<file path="src/awe_rowbuf_defs.svh">
`ifndef AWE_ROWBUF_DEFS_SVH
`define AWE_ROWBUF_DEFS_SVH

//////////////////////////////////////////////////
// data widths
//////////////////////////////////////////////////

// bits per pixel
`define PIXEL_WIDTH 16

// words in each row buffer ram
`define BRAM_DEPTH 64

// column index, covers half of one ram
`define COL_BITS 5

//////////////////////////////////////////////////
// counters and latencies
//////////////////////////////////////////////////

// cycle counter runs 0 .. CYCLE_WRAP
`define CYCLE_WRAP 4

// execute sample to valid output, per engine
`define CE0_DOUT_LATENCY 3
`define CE1_DOUT_LATENCY 4

// rd_en to rd_data inside a bank
`define RAM_RD_LATENCY 2

`endif

</file>
<file path="src/awe_rowbuf_pkg.sv">
package awe_rowbuf_pkg;

    `include "awe_rowbuf_defs.svh"

    //////////////////////////////////////////////////
    // pixel and address types
    //////////////////////////////////////////////////

    typedef logic [`PIXEL_WIDTH-1:0] pixel_t;

    // row or column index
    typedef logic [`COL_BITS-1:0] col_t;

    // half-select bit above a column
    typedef logic [`COL_BITS:0] bram_addr_t;

    // odd ram in the upper half of the word
    typedef struct packed {
        pixel_t odd;
        pixel_t even;
    } pixel_pair_t;

    // one pixel sequence word
    typedef struct packed {
        logic half_sel;
        col_t even_col;
        col_t odd_col;
    } pix_seq_t;

    // row rotation, one bit per ram
    typedef logic [1:0] gray_t;

    typedef logic [2:0] cycle_cnt_t;

    // work element states, one-hot
    typedef enum logic [5:0] {
        st_idle          = 6'b000001,
        st_prime_buffer  = 6'b000010,
        st_wait_pfb_load = 6'b000100,
        st_active        = 6'b001000,
        st_wait_job_done = 6'b010000,
        st_send_complete = 6'b100000
    } awe_state_t;

endpackage

</file>
<file path="src/rowbuf_cmd_if.sv">
`timescale 1ns/1ps

// write and read commands for one engine's bank
interface rowbuf_cmd_if
    import awe_rowbuf_pkg::*;
();

    logic       wr_en_even;
    logic       wr_en_odd;
    bram_addr_t wr_addr;
    pixel_t     wr_data;

    logic       rd_en;
    bram_addr_t rd_addr_even;
    bram_addr_t rd_addr_odd;

    modport decoder (
        output wr_en_even, wr_en_odd, wr_addr, wr_data,
        output rd_en, rd_addr_even, rd_addr_odd
    );

    modport bank (
        input wr_en_even, wr_en_odd, wr_addr, wr_data,
        input rd_en, rd_addr_even, rd_addr_odd
    );

endinterface

</file>
<file path="src/awe_ce_output.sv">
`timescale 1ns/1ps

module awe_ce_output
    import awe_rowbuf_pkg::*;
(
    input  logic        clk,
    input  logic        rst,
    input  pixel_pair_t rd_data,
    input  logic        rd_valid,
    output pixel_pair_t pixel_dataout,
    output logic        pixel_dataout_valid,
    output cycle_cnt_t  cycle_counter
);

    `include "awe_rowbuf_defs.svh"

    localparam cycle_cnt_t CNT_WRAP = cycle_cnt_t'(`CYCLE_WRAP);

    //////////////////////////////////////////////////
    // output word
    //////////////////////////////////////////////////

    // bank already registers the pair
    assign pixel_dataout       = rd_data;
    assign pixel_dataout_valid = rd_valid;

    //////////////////////////////////////////////////
    // cycle counter
    //////////////////////////////////////////////////

    // counts the valid outputs of one run modulo 5
    always_ff @(posedge clk) begin
        if (rst || !rd_valid) begin
            cycle_counter <= '0;
        end else if (cycle_counter == CNT_WRAP) begin
            cycle_counter <= '0;
        end else begin
            cycle_counter <= cycle_counter + 1'b1;
        end
    end

    cnt_in_range_a: assert property (
        @(posedge clk) disable iff (rst) cycle_counter <= CNT_WRAP
    );

endmodule

</file>
<file path="src/awe_row_bank.sv">
`timescale 1ns/1ps

module awe_row_bank
    import awe_rowbuf_pkg::*;
(
    input  logic         clk,
    input  logic         rst,
    rowbuf_cmd_if.bank   cmd,
    output pixel_pair_t  rd_data,
    output logic         rd_valid
);

    `include "awe_rowbuf_defs.svh"

    pixel_t ram_even [`BRAM_DEPTH];
    pixel_t ram_odd  [`BRAM_DEPTH];

    pixel_t q_even;
    pixel_t q_odd;

    // rd_en travels beside the data
    logic [`RAM_RD_LATENCY-1:0] rd_pipe;

    // data path below is built for exactly two stages
    if (`RAM_RD_LATENCY != 2) begin : g_latency_check
        $error("awe_row_bank supports a read latency of 2 only");
    end

    //////////////////////////////////////////////////
    // write ports
    //////////////////////////////////////////////////

    always_ff @(posedge clk) begin
        if (cmd.wr_en_even) begin
            ram_even[cmd.wr_addr] <= cmd.wr_data;
        end
    end

    always_ff @(posedge clk) begin
        if (cmd.wr_en_odd) begin
            ram_odd[cmd.wr_addr] <= cmd.wr_data;
        end
    end

    //////////////////////////////////////////////////
    // read ports
    //////////////////////////////////////////////////

    // ram latch holds its value while no read is issued
    always_ff @(posedge clk) begin
        if (cmd.rd_en) begin
            q_even <= ram_even[cmd.rd_addr_even];
            q_odd  <= ram_odd[cmd.rd_addr_odd];
        end
    end

    // output register stage
    always_ff @(posedge clk) begin
        if (rd_pipe[0]) begin
            rd_data.even <= q_even;
            rd_data.odd  <= q_odd;
        end
    end

    always_ff @(posedge clk) begin
        if (rst) begin
            rd_pipe <= '0;
        end else begin
            rd_pipe <= {rd_pipe[`RAM_RD_LATENCY-2:0], cmd.rd_en};
        end
    end

    assign rd_valid = rd_pipe[`RAM_RD_LATENCY-1];

    // prime and active never overlap, so the ports stay apart
    no_rd_wr_overlap_a: assert property (
        @(posedge clk) disable iff (rst)
        cmd.rd_en |-> !(cmd.wr_en_even || cmd.wr_en_odd)
    );

endmodule

</file>
<file path="src/awe_rowbuffers.sv">
`timescale 1ns/1ps

module awe_rowbuffers
    import awe_rowbuf_pkg::*;
(
    input  logic        clk,
    input  logic        rst,
    input  awe_state_t  state,
    input  gray_t       gray_code,
    input  logic        pfb_rden,
    input  col_t        input_row,
    input  col_t        input_col,
    input  col_t        num_input_cols,
    input  pix_seq_t    pix_seq_datain,
    input  pixel_t      ce0_pixel_datain,
    input  pixel_t      ce1_pixel_datain,
    input  logic        ce0_execute,
    input  logic        ce1_execute,
    output pixel_pair_t ce0_pixel_dataout,
    output pixel_pair_t ce1_pixel_dataout,
    output logic        ce0_pixel_dataout_valid,
    output logic        ce1_pixel_dataout_valid,
    output cycle_cnt_t  ce0_cycle_counter,
    output cycle_cnt_t  ce1_cycle_counter
);

    `include "awe_rowbuf_defs.svh"

    pixel_pair_t ce0_rd_data;
    pixel_pair_t ce1_rd_data;
    logic        ce0_rd_valid;
    logic        ce1_rd_valid;

    rowbuf_cmd_if ce0_cmd_if ();
    rowbuf_cmd_if ce1_cmd_if ();

    //////////////////////////////////////////////////
    // command decode
    //////////////////////////////////////////////////

    awe_seq_decoder seq_decoder_i (
        .clk              (clk),
        .rst              (rst),
        .state            (state),
        .gray_code        (gray_code),
        .pfb_rden         (pfb_rden),
        .input_row        (input_row),
        .input_col        (input_col),
        .num_input_cols   (num_input_cols),
        .pix_seq_datain   (pix_seq_datain),
        .ce0_pixel_datain (ce0_pixel_datain),
        .ce1_pixel_datain (ce1_pixel_datain),
        .ce0_execute      (ce0_execute),
        .ce1_execute      (ce1_execute),
        .ce0_cmd          (ce0_cmd_if.decoder),
        .ce1_cmd          (ce1_cmd_if.decoder)
    );

    //////////////////////////////////////////////////
    // per engine banks and outputs
    //////////////////////////////////////////////////

    awe_row_bank ce0_bank_i (
        .clk      (clk),
        .rst      (rst),
        .cmd      (ce0_cmd_if.bank),
        .rd_data  (ce0_rd_data),
        .rd_valid (ce0_rd_valid)
    );

    awe_row_bank ce1_bank_i (
        .clk      (clk),
        .rst      (rst),
        .cmd      (ce1_cmd_if.bank),
        .rd_data  (ce1_rd_data),
        .rd_valid (ce1_rd_valid)
    );

    awe_ce_output ce0_output_i (
        .clk                 (clk),
        .rst                 (rst),
        .rd_data             (ce0_rd_data),
        .rd_valid            (ce0_rd_valid),
        .pixel_dataout       (ce0_pixel_dataout),
        .pixel_dataout_valid (ce0_pixel_dataout_valid),
        .cycle_counter       (ce0_cycle_counter)
    );

    awe_ce_output ce1_output_i (
        .clk                 (clk),
        .rst                 (rst),
        .rd_data             (ce1_rd_data),
        .rd_valid            (ce1_rd_valid),
        .pixel_dataout       (ce1_pixel_dataout),
        .pixel_dataout_valid (ce1_pixel_dataout_valid),
        .cycle_counter       (ce1_cycle_counter)
    );

    // end to end read latency through decoder and bank
    ce0_latency_a: assert property (
        @(posedge clk) disable iff (rst)
        (ce0_execute && state == st_active) |-> ##`CE0_DOUT_LATENCY ce0_pixel_dataout_valid
    );

    ce1_latency_a: assert property (
        @(posedge clk) disable iff (rst)
        (ce1_execute && state == st_active) |-> ##`CE1_DOUT_LATENCY ce1_pixel_dataout_valid
    );

endmodule

</file>
<file path="src/awe_seq_decoder.sv">
`timescale 1ns/1ps

module awe_seq_decoder
    import awe_rowbuf_pkg::*;
(
    input  logic          clk,
    input  logic          rst,
    input  awe_state_t    state,
    input  gray_t         gray_code,
    input  logic          pfb_rden,
    input  col_t          input_row,
    input  col_t          input_col,
    input  col_t          num_input_cols,
    input  pix_seq_t      pix_seq_datain,
    input  pixel_t        ce0_pixel_datain,
    input  pixel_t        ce1_pixel_datain,
    input  logic          ce0_execute,
    input  logic          ce1_execute,
    rowbuf_cmd_if.decoder ce0_cmd,
    rowbuf_cmd_if.decoder ce1_cmd
);

    logic       prime_wr;
    logic       wr_even;
    logic       wr_odd;
    bram_addr_t wr_addr;
    logic       ce0_rd;
    logic       ce1_rd_q;
    pix_seq_t   ce1_seq_q;
    gray_t      ce1_gray_q;

    // gray bit 1 steers the even ram, bit 0 the odd ram
    function automatic bram_addr_t even_addr(pix_seq_t seq, gray_t gray);
        return {gray[1] ^ seq.half_sel, seq.even_col};
    endfunction

    function automatic bram_addr_t odd_addr(pix_seq_t seq, gray_t gray);
        return {gray[0] ^ seq.half_sel, seq.odd_col};
    endfunction

    //////////////////////////////////////////////////
    // priming writes, same rule for both engines
    //////////////////////////////////////////////////

    assign prime_wr = (state == st_prime_buffer) && pfb_rden
                      && (input_col <= num_input_cols);

    always_comb begin
        wr_even = 1'b0;
        wr_odd  = 1'b0;
        wr_addr = {1'b0, input_col};
        if (prime_wr) begin
            case (input_row)
                // row 0 lands in the lower half of both rams
                col_t'(0): begin
                    wr_even = 1'b1;
                    wr_odd  = 1'b1;
                end
                col_t'(1): begin
                    wr_odd  = 1'b1;
                    wr_addr = {1'b1, input_col};
                end
                col_t'(2): begin
                    wr_even = 1'b1;
                    wr_addr = {1'b1, input_col};
                end
                default: begin
                end
            endcase
        end
    end

    assign ce0_rd = (state == st_active) && ce0_execute;

    //////////////////////////////////////////////////
    // engine 0 commands
    //////////////////////////////////////////////////

    always_ff @(posedge clk) begin
        if (rst) begin
            ce0_cmd.wr_en_even <= 1'b0;
            ce0_cmd.wr_en_odd  <= 1'b0;
            ce0_cmd.rd_en      <= 1'b0;
        end else begin
            ce0_cmd.wr_en_even <= wr_even;
            ce0_cmd.wr_en_odd  <= wr_odd;
            ce0_cmd.rd_en      <= ce0_rd;
        end
    end

    always_ff @(posedge clk) begin
        if (wr_even || wr_odd) begin
            ce0_cmd.wr_addr <= wr_addr;
            ce0_cmd.wr_data <= ce0_pixel_datain;
        end
        if (ce0_rd) begin
            ce0_cmd.rd_addr_even <= even_addr(pix_seq_datain, gray_code);
            ce0_cmd.rd_addr_odd  <= odd_addr(pix_seq_datain, gray_code);
        end
    end

    //////////////////////////////////////////////////
    // engine 1 commands
    //////////////////////////////////////////////////

    // read strobe one cycle behind, sequence word taken one edge later
    always_ff @(posedge clk) begin
        if (rst) begin
            ce1_rd_q           <= 1'b0;
            ce1_cmd.wr_en_even <= 1'b0;
            ce1_cmd.wr_en_odd  <= 1'b0;
            ce1_cmd.rd_en      <= 1'b0;
        end else begin
            ce1_rd_q           <= (state == st_active) && ce1_execute;
            ce1_cmd.wr_en_even <= wr_even;
            ce1_cmd.wr_en_odd  <= wr_odd;
            ce1_cmd.rd_en      <= ce1_rd_q;
        end
    end

    always_ff @(posedge clk) begin
        ce1_seq_q  <= pix_seq_datain;
        ce1_gray_q <= gray_code;
        if (wr_even || wr_odd) begin
            ce1_cmd.wr_addr <= wr_addr;
            ce1_cmd.wr_data <= ce1_pixel_datain;
        end
    end

    assign ce1_cmd.rd_addr_even = even_addr(ce1_seq_q, ce1_gray_q);
    assign ce1_cmd.rd_addr_odd  = odd_addr(ce1_seq_q, ce1_gray_q);

    // the work element FSM must never hold two states at once
    state_onehot_a: assert property (
        @(posedge clk) disable iff (rst) $onehot(state)
    );

endmodule

</file>
<file path="config.mk">
export PLATFORM = sky130hd
export DESIGN_NAME = awe_rowbuffers
export DESIGN_NICKNAME = d
export VERILOG_FILES = /design/src/awe_rowbuf_pkg.sv /design/src/rowbuf_cmd_if.sv /design/src/awe_ce_output.sv /design/src/awe_row_bank.sv /design/src/awe_rowbuffers.sv /design/src/awe_seq_decoder.sv
export VERILOG_INCLUDE_DIRS = /design/src
export SDC_FILE = /design/constraint.sdc
export NUM_CORES = 2
export LEC_CHECK = 0
export BUFFER_PORTS_ARGS = -buffer_cell sky130_fd_sc_hd__buf_2
export CORE_MARGIN = 8
export CORE_UTILIZATION = 50
export DETAILED_ROUTE_END_ITERATION = 16
export PLACE_DENSITY = 0.65
export REMOVE_ABC_BUFFERS = 1
export SLEW_MARGIN = 15
export SYNTH_ARGS = -nofsm -noshare
export SYNTH_HDL_FRONTEND = slang
export SYNTH_SLANG_ARGS = --single-unit
</file>
<file path="constraint.sdc">
create_clock -name clk -period 7.23 [get_ports clk]
set_input_delay 1.446 -clock clk [delete_from_list [all_inputs] [get_ports clk]]
set_output_delay 1.446 -clock clk [all_outputs]
set_load 0.01 [all_outputs]
</file>
# Word-level counts from Yosys, hierarchy flattened
# Memories as Yosys holds them, arrays and structs flattened. A register that Yosys moved wholly into a read port is not among the register bits.
# Index checks and enable logic that the tools add are counted.
# classes
addsub	2
n_lt_le_gt_ge	1
eq_ne	6
n_mux	10
bitwise	4
reduce_logical	15
# op_table
op	n
OR reduction 2 bit	5
two-way mux 1 bit	8
adder 3 x 1 -> 3 bit (second input constant)	2
equality test 3 bit (second input constant)	2
equality test 6 x 2 -> 1 bit (second input constant)	1
equality test 6 x 4 -> 1 bit (second input constant)	1
two-way mux 6 bit	1
equality test 5 x 1 -> 1 bit (second input constant)	1
equality test 5 x 2 -> 1 bit (second input constant)	1
<= comparator 5 bit	1
logical NOT 5 bit	1
two-way mux 5 bit	1
logical AND 1 bit	4
bitwise XOR 1 bit	4
logical OR 1 bit	3
logical NOT 1 bit	2
# word_totals
regBits	142
ramBits	4096
input_bits	71
output_inout_bits	72
word_cells	65
n_memories	4
# mem_list
name	depth	word_bits	rd	rd_ports_with_merged_regs	wr	line_no	rtl
ce0_bank_i.ram_even	64	16	1	1	1	awe_row_bank.sv:15	pixel_t ram_even [`BRAM_DEPTH];
ce0_bank_i.ram_odd	64	16	1	1	1	awe_row_bank.sv:16	pixel_t ram_odd [`BRAM_DEPTH];
ce1_bank_i.ram_even	64	16	1	1	1	awe_row_bank.sv:15	
ce1_bank_i.ram_odd	64	16	1	1	1	awe_row_bank.sv:16	

# Depth between registers and ports, before layout
# logic_depth
word_depth	5
ltp_mapped	10
mapped_depth_nobuf	8

# Cells and area by module
# From an unflattened synthesis, not the netlist that was laid out.
# hier_totals
cells_unflattened	7365
area_unflattened_um2	164407.7
# modules_own_cells
mod	n_inst	cells_each	area_per_inst_um2	seq_area_each_um2
awe_row_bank	2	3575	80679.9	63460.9
awe_seq_decoder	1	121	2269.7	1861.8
awe_ce_output	2	47	389.1	60.1

# Worst setup path before layout
# Ideal clock, no wire load.
# synth_path
path_type	input-to-reg
startpoint	in num_input_cols[1]
endpoint	reg seq_decoder_i.ce0_cmd.wr_addr[0], enable pin
arrival_time_ps	5327
required_time_ps	6739
setup_slack_ps	1411
path_stages	8
path_buffers	0
path_cell_list	inv_1 -> ha_1 -> nor2b_1 -> o21a_1 -> o21ai_0 -> a21oi_1 -> o22a_1 -> a211oi_1
# synth_between
elab_chain_cells	4
# synth_lines
item	line_no	rtl
from (decl)	awe_rowbuffers.sv:13	input col_t num_input_cols,
<= comparator 5 bit *	awe_seq_decoder.sv:46	&& (input_col <= num_input_cols);
logical AND 1 bit *	awe_seq_decoder.sv:46	
two-way mux 1 bit	awe_seq_decoder.sv:52	if (prime_wr) begin
logical OR 1 bit *	awe_seq_decoder.sv:92	if (wr_even || wr_odd) begin
to (decl)	rowbuf_cmd_if.sv:18	output wr_en_even, wr_en_odd, wr_addr, wr_data,
# Every way passes the cells marked *; elsewhere a longest branch is shown, timed or not.
# A chain may end at the register's enable or synchronous reset.

==> qor.txt <==
Layout Cells excl Fill -> 12270
Int Pwr -> 40.22 mW
Combinational Power Share -> 2.0%
register bit total from synthesis -> 4302
hold_sp -> ce0_bank_i.q_even[5]
Final min period -> 3636 ps
Via density -> 6.271
Clock Pin Slew Worst Setup and Hold Paths -> 60 ps
hold buffers post-CTS -> 0
Pins Over Slew Limit -> 0
DP Cell Count -> 11470
Max Buffers Root-to-Sink -> 4
Setup crit start -> seq_decoder_i.ce0_cmd.rd_addr_odd[0]
largest net degree at the start of global routing -> 112
port bufs -> 142
Synth area leaders -> edfxtp_1 79%, mux4_2 14%, mux2i_1 1.4%
Initial Utilization -> 50.22%
total clock sinks -> 4302
total die area -> 0.3439 mm²
first-pass GRT wire length -> 578.6 mm
overall routed net length -> 408.3 mm
HPWL Detailed -> 237.7 mm
share of layout cells above drive strength 1 -> 28.06%
Synth async-reset ratio -> 0%
Synth cell types -> 60
Clk network pwr share -> 44.0%
critical path required time -> 7880 ps
crit-path max FO -> 38
synth warn -> 0
CTS tree -> yes
num ports -> 143
die height -> 586.5 µm
Hold Fails Final Rpt -> 0
clk_skew -> 36.74 ps
Crit Reg-Reg Endpoint -> ce0_bank_i.q_odd[13]
Detailed Route Iter0 Violations -> 9040
mapped cell area -> 0.1627 mm²
post-synthesis cell count -> 7102
DRT Pass-1 Iters -> 5
# Post-CTS Setup Buffers -> 0
crit path launch type -> flop
post-route ant nets -> 0
Final WS setup -> 3594 ps
DRC viols -> 0
pre-CTS WS -> 3433 ps
worst path arrival time -> 4280 ps
Hold EP -> ce0_bank_i.rd_data[5]
worst setup path class -> flop to flop
period utilization -> 50.29%
hold slack -> 418.2 ps
# setup viols final -> 0
Max Clk Rate -> 275.0 MHz
grt total ovfl -> 0
Syn Area/Cell -> 22.91 µm²
worst hold path depth -> 0
vias -> 76940
main flop type after synthesis -> edfxtp_1
PwrDens -> 271.5 mW/mm²
total track usage -> 23.49%
cts repair resizes -> 0
Yosys top cell by area -> edfxtp_1
sequential area share after synthesis -> 79.22%
Lkg Pwr -> 57.48 nW
Sw Ratio -> 19.68%
cells on worst reg2reg path -> 8
Area Growth Syn to Fin -> 13.33%
Die X -> 586.5 µm
drt wl/cell -> 33.28 µm
GP Congestion -> 0.8568
post-layout net count -> 7661
Post-synth EDFFs -> 4274
Clock Latency Late Sink -> 950 ps
Clock Tree Root -> clkbuf_16
CTS Buf Count -> 426
vias in the first global route -> 77990
Core Box Area -> 0.3240 mm²
H-tree Lvls -> 5
Sequential Power Share -> 54.0%
VDD IR-drop max -> 0.2255 mV
RSZ-0062 raised after global routing -> no
Synth top area share -> 78.87%
initial antenna violation count -> 17
net switching component of the power -> 9.852 mW
row count -> 209
reg-to-reg slack, setup -> 3590 ps
Critical R2R Launch -> seq_decoder_i.ce0_cmd.rd_addr_odd[0]
outcome -> complete, no violations
Slew HR -> 19.93%
Crit. End Element -> flop
max_cap viols -> 0
HP Class -> flop to flop
Worst Max-Slew Pin Slew -> 1199 ps
==> per-stage QoR <==
stage | cell area, µm² | util [%] | total power [mW] | TNS (ps)
floorplan | 160700 | - | 28.39 | -223590
global placement | 170000 | 52.46 | 28.57 | 0
detailed placement | 170300 | 52.57 | 28.57 | 0
CTS | 184200 | 56.85 | 50.39 | 0
global route | 184400 | 56.91 | 51.30 | 0
finish | 184400 | 56.92 | 50.08 | 0
==> power groups by stage <==
| stage | clock network [mW] | registers (mW) | logic [mW] |
|---|---|---|---|
| after CTS | 22.3 | 27.1 | 0.992 |
| final | 22.0 | 27.1 | 0.980 |
| after global placement | 0 | 27.6 | 0.984 |
| after floorplan | 0 | 27.7 | 0.706 |
| after global routing | 23.2 | 27.0 | 1.02 |
| after detailed placement | 0 | 27.6 | 0.988 |
==> flip-flops by register name, summed over array words and instances (netlist names), 6 cells and up <==
signal and count:
ce0_bank_i.q_even 16, ce0_bank_i.q_odd 16, ce0_bank_i.ram_even 1024, ce0_bank_i.ram_odd 1024
ce0_bank_i.rd_data 32, ce1_bank_i.q_even 16, ce1_bank_i.q_odd 16, ce1_bank_i.ram_even 1024
ce1_bank_i.ram_odd 1024, ce1_bank_i.rd_data 32, seq_decoder_i.ce0_cmd.rd_addr_even 6, seq_decoder_i.ce0_cmd.rd_addr_odd 6
seq_decoder_i.ce0_cmd.wr_addr 6, seq_decoder_i.ce0_cmd.wr_data 16, seq_decoder_i.ce1_cmd.wr_data 16
==> metal layers <==
layer	vias up	wire, µm	track usage, %
met2	3537	201400	39.05
li1	31270	-	-
met1	41390	155100	31.38
met4	4	21810	10.54
met3	739	29880	3.137
met5	-	48	0
==> how the worst max path moves through the flow <==
stage	endpoint	slack [ps]	cells past startpoint
6_report	ce0_bank_i.q_odd[13]	3590	8
3_5_place_dp	seq_decoder_i.ce0_cmd.wr_addr[3]	3430	9
2_1_floorplan	ce1_bank_i.q_odd[11]	-4920	6
3_3_place_gp	seq_decoder_i.ce0_cmd.wr_addr[3]	3380	10
5_1_grt	ce0_bank_i.q_odd[10]	3290	8
4_1_cts	ce0_bank_i.q_odd[13]	3480	8
==> logic make-up after synthesis <==
kind of cell	synth area share [%]
xor gates and xnor gates	0.03768
adders and majority gates	0.06921
DFF	79.22
AOI/OAI and AO/OA	2.280
buffers and inverters	1.292
muxes	15.40
and+or+nand+nor	1.705
==> Yosys cell counts, types with 13 or more instances <==
cell / instances
edfxtp_1: 4274
mux4_2: 976
mux2i_1: 234
nor2_1: 174
nand2_1: 142
a22oi_1: 120
clkbuf_1: 120
buf_2: 109
o22ai_1: 109
a21oi_1: 85
buf_4: 85
mux2_2: 65
nor2b_1: 61
o21ai_0: 52
nor3_1: 49
a211oi_1: 36
nand3_1: 34
buf_1: 29
inv_1: 29
dfxtp_1: 28
o221ai_1: 28
nand2b_1: 23
buf_6: 20
nand4_1: 18
a22o_1: 14
a32oi_1: 13
==> final cells by class <==
class | instances | area, µm²
Antenna cell | 10 | 25.02
Clock buffer | 527 | 11270
Clock inverter | 254 | 2600
Fill cell | 23270 | 139600
Inverter | 29 | 108.9
Multi-Input combinational cell | 2405 | 32740
Sequential cell | 4302 | 128900
Tap cell | 4325 | 5411
Timing Repair Buffer | 417 | 3328
==> critical path, cell delays in order (launching register included) <==
cell and delay, ps:
edfxtp_1 810, buf_4 710, mux4_2 580, nor2b_1 130
a2111oi_0 470, buf_4 200, a21oi_1 40, nand3_1 270
a21oi_1 70
==> cell usage in the layout (no fill, tap or decap), types with 92 or more instances in the layout <==
cell / n
clkbuf_16: 433
nor2_4: 129
clkinv_1: 92
o22ai_1: 109
mux2i_1: 234
a22oi_1: 120
mux4_2: 976
buf_2: 142
edfxtp_1: 4274
nand2_1: 141
buf_4: 235
Power figures use the tool's default switching activity.
